**src/hw/raster_timing.sv**
```systemverilog
`timescale 1ns/10ps
`default_nettype none

module raster_timing #(
    parameter int H_TOTAL = 256,    // pixels per line
    parameter int V_TOTAL = 264,    // lines per frame
    parameter int PXL_DIV = 2       // clk cycles per pixel
) (
    input  logic       clk,
    input  logic       rst_n,
    output logic       pxl_cen,
    output logic [8:0] hcount,
    output logic [8:0] vcount
);

    localparam int DIV_W = $clog2(PXL_DIV + 1);

    logic [DIV_W-1:0] div_cnt;
    logic             div_last;
    logic             h_last;
    logic             v_last;

    assign div_last = (div_cnt == DIV_W'(PXL_DIV - 1));
    assign h_last   = (hcount == 9'(H_TOTAL - 1));
    assign v_last   = (vcount == 9'(V_TOTAL - 1));

    // pixel enable divider
    // first enable lands PXL_DIV clk after reset release
    always_ff @(posedge clk or negedge rst_n) begin
        if (!rst_n) begin
            div_cnt <= '0;
            pxl_cen <= 1'b0;
        end else begin
            pxl_cen <= div_last;
            if (div_last)
                div_cnt <= '0;
            else
                div_cnt <= div_cnt + 1'b1;
        end
    end

    // beam position, moves once per pixel
    always_ff @(posedge clk or negedge rst_n) begin
        if (!rst_n) begin
            hcount <= '0;
            vcount <= '0;
        end else if (pxl_cen) begin
            if (h_last) begin
                hcount <= '0;
                // next line only on hcount wrap
                if (v_last)
                    vcount <= '0;
                else
                    vcount <= vcount + 1'b1;
            end else begin
                hcount <= hcount + 1'b1;
            end
        end
    end

endmodule

`default_nettype wire

```
**config.mk**
```make
export PLATFORM = sky130hd
export DESIGN_NAME = raster_timing
export DESIGN_NICKNAME = d
export VERILOG_FILES = /design/src/hw/raster_timing.sv
export SDC_FILE = /design/constraint.sdc
export NUM_CORES = 1
export LEC_CHECK = 0
export BUFFER_PORTS_ARGS = -buffer_cell sky130_fd_sc_hd__buf_2
export CAP_MARGIN = 20
export CORE_ASPECT_RATIO = 1.1
export CORE_MARGIN = 2
export CORE_UTILIZATION = 35
export DETAILED_ROUTE_END_ITERATION = 10
export GPL_TIMING_DRIVEN = 0
export PLACE_DENSITY = 0.6
export SYNTH_ARGS = -nofsm -noshare
export SYNTH_HDL_FRONTEND = slang
export SYNTH_SLANG_ARGS = --single-unit
```
**constraint.sdc**
```tcl
create_clock -name clk -period 4.55 [get_ports clk]
set_input_delay 0.6825 -clock clk [delete_from_list [all_inputs] [get_ports clk]]
set_output_delay 0.6825 -clock clk [all_outputs]
set_load 0.01 [all_outputs]
```
==> impl_metrics.env, run 1 <==
export IMPL_status="completed"
export IMPL_num_vias=743
export IMPL_ir_drop_mv=0.165
export IMPL_worst_pin_slew_ns=0.452
export IMPL_placement_cell_area_mm2=0.00113
export IMPL_nets=118
export IMPL_cts_buffers=3
export IMPL_ios=21
export IMPL_ys_warn_count=0
export IMPL_cts_buffer_depth=2
export IMPL_die_area_mm2=0.00325
export IMPL_timing_final_crit_share_pct=42.5
export IMPL_final_cell_mix="dfrtp_1 (21), buf_2 (20), nor2_1 (9)"
export IMPL_synth_cell_type_count=29
export IMPL_powerDensity_mw_per_mm2=240
export IMPL_synth_area_leaders="dfrtp_1 (53%), xnor2_1 (4.4%), nor2_1 (3.4%)"
export IMPL_grt_ovfl_total=0
export IMPL_antennaDiodeCount=0
export IMPL_via_per_inst=5.09
export IMPL_drt_iter0_markers=9
export IMPL_cts_tree="yes"
export IMPL_clock_latency_ns=0.30
export IMPL_arrival_ns=2.13
export IMPL_cp_max_fo=5
export IMPL_worst_r2r_endpoint="vcount[3]"
export IMPL_grt_max_degree=22
export IMPL_worstPathRequired_ns=4.75
export IMPL_dr_pass1_iters=4
export IMPL_synth_top_area_share_pct=53.4
export IMPL_drv_slew=0
export IMPL_syn_area_um2=985
export IMPL_final_layout_size_suffix_gt1_share_pct=29.2
export IMPL_hpwlAfterDp_mm=1.36
export IMPL_fin_tns_setup_ns=0
export IMPL_critical_path_class="register to register"
export IMPL_gp_congestion=0.698
export IMPL_yosysTopAreaCell="dfrtp_1"
export IMPL_post_drt_wl_per_cell_um=12.3
export IMPL_hp_class="input port to async pin"
export IMPL_dieWidth_um=54.6
export IMPL_period_needed_ns=1.93
export IMPL_drc=0
export IMPL_start_util_pct=36.1
export IMPL_ys_ff_latch=21
export IMPL_yosysSeqAreaShare_pct=53.4
export IMPL_rows=20
export IMPL_crit_path_end_kind="register"
export IMPL_maxCapViolations=0
export IMPL_antenna_found_initial=0
export IMPL_cts_resized_gates=0
export IMPL_netlist_instances=89
export IMPL_ant_nets=0
export IMPL_skew_ns=0.0112
export IMPL_die_h_um=59.6
export IMPL_track_usage_pct=12.6
export IMPL_post_place_ws_ns=2.62
export IMPL_critPathLaunchType="register"
export IMPL_cts_htree_levels=1
export IMPL_coreArea_mm2=0.00273
export IMPL_routed_wl_mm=1.80
export IMPL_r2r_slack_ns=2.62
export IMPL_postCtsHoldBufs=0
export IMPL_syn_num_nets=93
export IMPL_fmax_mhz=518
export IMPL_slew_headroom_pct=69.6
export IMPL_avgSynthCellArea_um2=11.1
export IMPL_final_setup_viol_count=0
export IMPL_final_area_mm2=0.00115
export IMPL_cts_root_buf="clkbuf_4"
export IMPL_rr_startpoint="hcount[0]"
export IMPL_finalHoldViolations=0
export IMPL_grt_pass1_vias=699
export IMPL_area_growth_pct=17.2
export IMPL_post_cts_repair_setup_buffers=0
export IMPL_n_fill_cell=275
export IMPL_reg2reg_depth=5
export IMPL_leakage_nw=0.565
export IMPL_clock_sinks=21
export IMPL_layout_setup_ws_ns=2.62
export IMPL_clk_pin_slew_ns=0.12
export IMPL_numPortBuffers=20
export IMPL_rsz0062_at_grt="no"
export IMPL_layout_commonest_cell="dfrtp_1"
export IMPL_grt_pass1_wl_mm=2.93
worst max-delay path: stages, from the launching register on:
cell and delay [ns]:
dfrtp_1 0.41, ha_1 0.20, nand4_1 0.24, or3_1 0.49, nor2_1 0.16, mux2_2 0.34
flip-flops by register name, summed over array words and instances (netlist names):
name	flops
hcount	9
pxl_cen	1
vcount	9
div_cnt	2
kinds of logic after synthesis:
kind of cell | share of synthesized area [%]
AO/OA/AOI/OAI | 5.46
XOR/XNOR | 7.12
adder cells (fa/ha/maj) | 2.54
buffers and inverters | 1.91
flip-flops | 53.4
multiplexers | 4.45
AND/OR/NAND/NOR | 25.2
how the worst max path moves through the flow:
stage / end / slack [ns] / startpoint / cells past startpoint
2_1_floorplan: vcount[3] / 2.71 / hcount[0] / 5
3_3_place_gp: vcount[3] / 2.64 / hcount[0] / 5
3_5_place_dp: vcount[3] / 2.62 / hcount[0] / 5
4_1_cts: vcount[3] / 2.61 / hcount[0] / 5
5_1_grt: vcount[3] / 2.49 / hcount[0] / 5
6_report: vcount[3] / 2.62 / hcount[0] / 5
stage by stage:
stage / instances / util (%) / power, mW / hold slack, ns
after CTS: 146 / 42.3 / 0.283 / 0.328
after detailed placement: 142 / 41.3 / 0.194 / 0.405
after global placement: 142 / 41.3 / 0.194 / 0.410
after global routing: 146 / 42.3 / 0.290 / 0.334
after floorplan: 89 / - / 0.190 / 0.387
final: 146 / 42.3 / 0.277 / 0.314
synth_stat cells:
master    number
nand2b_1       1
nor4_4         1
inv_1          3
nand4_1        3
mux2i_1        1
xor2_1         3
nand3_1        6
and3_1         2
and4_2         1
nor3_2         1
dfrtp_1       21
nand3b_1       1
nand2_1        8
buf_4          1
nor2_2         1
a22o_1         2
nor3_1         2
xnor2_1        5
o21ai_1        3
or3_1          1
or4b_4         1
ha_1           2
o21a_1         2
o22ai_1        1
mux2_2         3
and4_1         2
and2b_1        1
nor2_1         9
nor2b_1        1
cell type report:
cell class                      count  area, um2  share of cell area [%]
Clock inverter                      1       5.00                   0.434
Multi-Input combinational cell     64        440                    38.2
Tap cell                           33       41.3                    3.58
Inverter                            3       11.3                   0.976
Buffer                              1       7.51                   0.651
Clock buffer                        3       22.5                    1.95
Sequential cell                    21        526                    45.6
Timing Repair Buffer               20        100                    8.68
where the power goes:
group | total, mW | internal [mW] | switching (mW)
Sequential | 0.187 | 0.187 | 0
Clock | 0.0869 | 0.0327 | 0.0542
Combinational | 0.00374 | 0.000308 | 0.00343
metal layers:
layer / up-vias / part of all wire (%) / wire length (um) / GRT usage, %
li1: 364 / - / - / -
met1: 360 / 46 / 830 / 16.7
met2: 17 / 48 / 870 / 19.8
met3: 2 / 4.4 / 79 / 2.27
met4: 0 / 0.78 / 14 / 5.36
met5: - / 0 / 0 / 0
No activity file was read; power rests on OpenSTA's default activity.
==> run 2, diff against run 1 <==
PLACE_DENSITY = 0.62   (was 0.6)
clock period = 1.7 ns   (was 4.55 ns; I/O delays follow)
==> run 2 against run 1 <==
The flow now finishes with violations (setup timing); final area is 10% higher; die area stayed put; non-clock buffer count is 9 higher; flip-flop and latch count stayed put; global-route usage is 0.80 points higher; critical path depth stayed put; power grew to 2.7 times the previous value; setup slack worse by 2.6 ns; combinational power grew to 3.1 times the previous value.
==> impl_metrics.env, run 2 (synthesis gave the netlist of run 1 again) <==
export IMPL_final_layout_size_suffix_gt1_share_pct=37.7
export IMPL_fin_tns_setup_ns=-0.00812
export IMPL_rows=20
export IMPL_track_usage_pct=13.4
export IMPL_clock_sinks=21
export IMPL_num_vias=785
export IMPL_dr_pass1_iters=4
export IMPL_skew_ns=0.00192
export IMPL_hp_class="input port to async pin"
export IMPL_start_util_pct=36.1
export IMPL_ir_drop_mv=0.403
export IMPL_fmax_mhz=585
export IMPL_clock_latency_ns=0.30
export IMPL_ant_nets=0
export IMPL_cts_buffer_depth=2
export IMPL_placed_cells=142
export IMPL_routed_wl_mm=1.99
export IMPL_die_h_um=59.6
export IMPL_violations="setup timing"
export IMPL_finalHoldViolations=0
export IMPL_nets=127
export IMPL_period_needed_ns=1.71
export IMPL_leakage_nw=0.616
export IMPL_drt_iter0_markers=12
export IMPL_arrival_ns=1.91
export IMPL_worstPathRequired_ns=1.90
export IMPL_slew_headroom_pct=69.6
export IMPL_clk_pin_slew_ns=0.12
export IMPL_numPortBuffers=20
export IMPL_dieWidth_um=54.6
export IMPL_final_area_mm2=0.00127
export IMPL_hold_ws_ns=0.411
export IMPL_top_regs="hcount: 9 flops, vcount: 9 flops, div_cnt: 2 flops"
export IMPL_cts_root_buf="clkbuf_4"
export IMPL_drc=0
export IMPL_grt_pass1_wl_mm=3.06
export IMPL_grt_pass1_vias=722
export IMPL_final_cell_mix="dfrtp_1 (20), buf_2 (20), nand2_1 (8)"
export IMPL_via_per_inst=5.06
export IMPL_antennaDiodeCount=0
export IMPL_grt_ovfl_total=0
export IMPL_antenna_found_initial=0
export IMPL_worst_pin_slew_ns=0.456
export IMPL_ios=21
export IMPL_critical_path_class="register to register"
export IMPL_area_growth_pct=29.1
export IMPL_powerDensity_mw_per_mm2=595
export IMPL_layout_setup_ws_ns=-0.00812
export IMPL_post_drt_wl_per_cell_um=12.8
export IMPL_stdcell_count=155
export IMPL_maxCapViolations=0
export IMPL_placement_cell_area_mm2=0.00114
export IMPL_gp_congestion=0.738
export IMPL_multi_input_area_um2=467
export IMPL_cts_buffers=3
export IMPL_crit_path_end_kind="register"
export IMPL_drv_slew=0
export IMPL_coreArea_mm2=0.00273
export IMPL_hpwlAfterDp_mm=1.39
export IMPL_rsz0062_at_grt="yes"
export IMPL_final_setup_viol_count=1
export IMPL_timing_final_crit_share_pct=100
export IMPL_n_fill_cell=265
export IMPL_status="finished, violations left"
export IMPL_critPathLaunchType="register"
export IMPL_cp_max_fo=4
export IMPL_register_area_um2=527
export IMPL_die_area_mm2=0.00325
export IMPL_cts_tree="yes"
export IMPL_grt_max_degree=22
export IMPL_cts_htree_levels=1
run 2: changes by cell type in the layout (fill, tap and decap cells not counted), sizes merged:
cell,delta
buf,+8
dlygate4sd3,+1
run 2: layout make-up:
type	count	share of cell area, %
Clock inverter	1	0.394
Inverter	3	0.886
Buffer	1	0.886
Timing Repair Buffer	29	14.7
Tap cell	33	3.25
Sequential cell	21	41.4
Clock buffer	3	1.77
Multi-Input combinational cell	64	36.7
run 2: final timing paths:
| check | startpoint | endpoint | slack [ns] | cells past startpoint |
|---|---|---|---|---|
| max | hcount[0] | vcount[3] | -0.008 | 5 |
| min reg2reg | div_cnt[1] | pxl_cen | 0.43 | 1 |
| max reg2reg | hcount[0] | vcount[3] | -0.008 | 5 |
| max in group asynchronous | rst_n | vcount[3] | 0.96 | 2 |
| min in group clk | div_cnt[1] | pxl_cen | 0.43 | 1 |
| min | rst_n | vcount[2] | 0.41 | 2 |
run 2: power breakdown:
| group | switching, mW | internal [mW] |
|---|---|---|
| Clock | 0.157 | 0.0878 |
| Combinational | 0.00930 | 0.00232 |
| Sequential | 0 | 0.499 |
run 2: layer usage:
layer | vias to the layer above | GRT usage (%) | routed length (um)
li1 | 382 | - | -
met4 | 0 | 7.50 | 27
met2 | 19 | 22.7 | 985
met3 | 4 | 2.27 | 83
met5 | - | 0 | 0
met1 | 380 | 15.5 | 889
run 2: stage by stage:
stage	util, %	total power [mW]	worst slack (ns)
floorplan	-	0.509	-0.0440
global placement	42.0	0.520	-0.104
detailed placement	42.0	0.520	-0.119
CTS	45.1	0.765	-0.0541
global route	46.6	0.782	-0.0620
finish	46.6	0.756	-0.00812
run 2: critical path: stages (launching register included):
cell and delay, ns:
dfrtp_1 0.43, ha_2 0.21, nand4_1 0.16, or3_4 0.41
nor2_4 0.10, mux2_4 0.30
run 2: what timing repair did:
action                                 CTS  global route
gates resized for setup                  3             2
setup buffers                            5             3
endpoints found under the hold margin   21             0
setup endpoints to repair                7             7
pin swaps                                5             2
hold buffers                             1             0
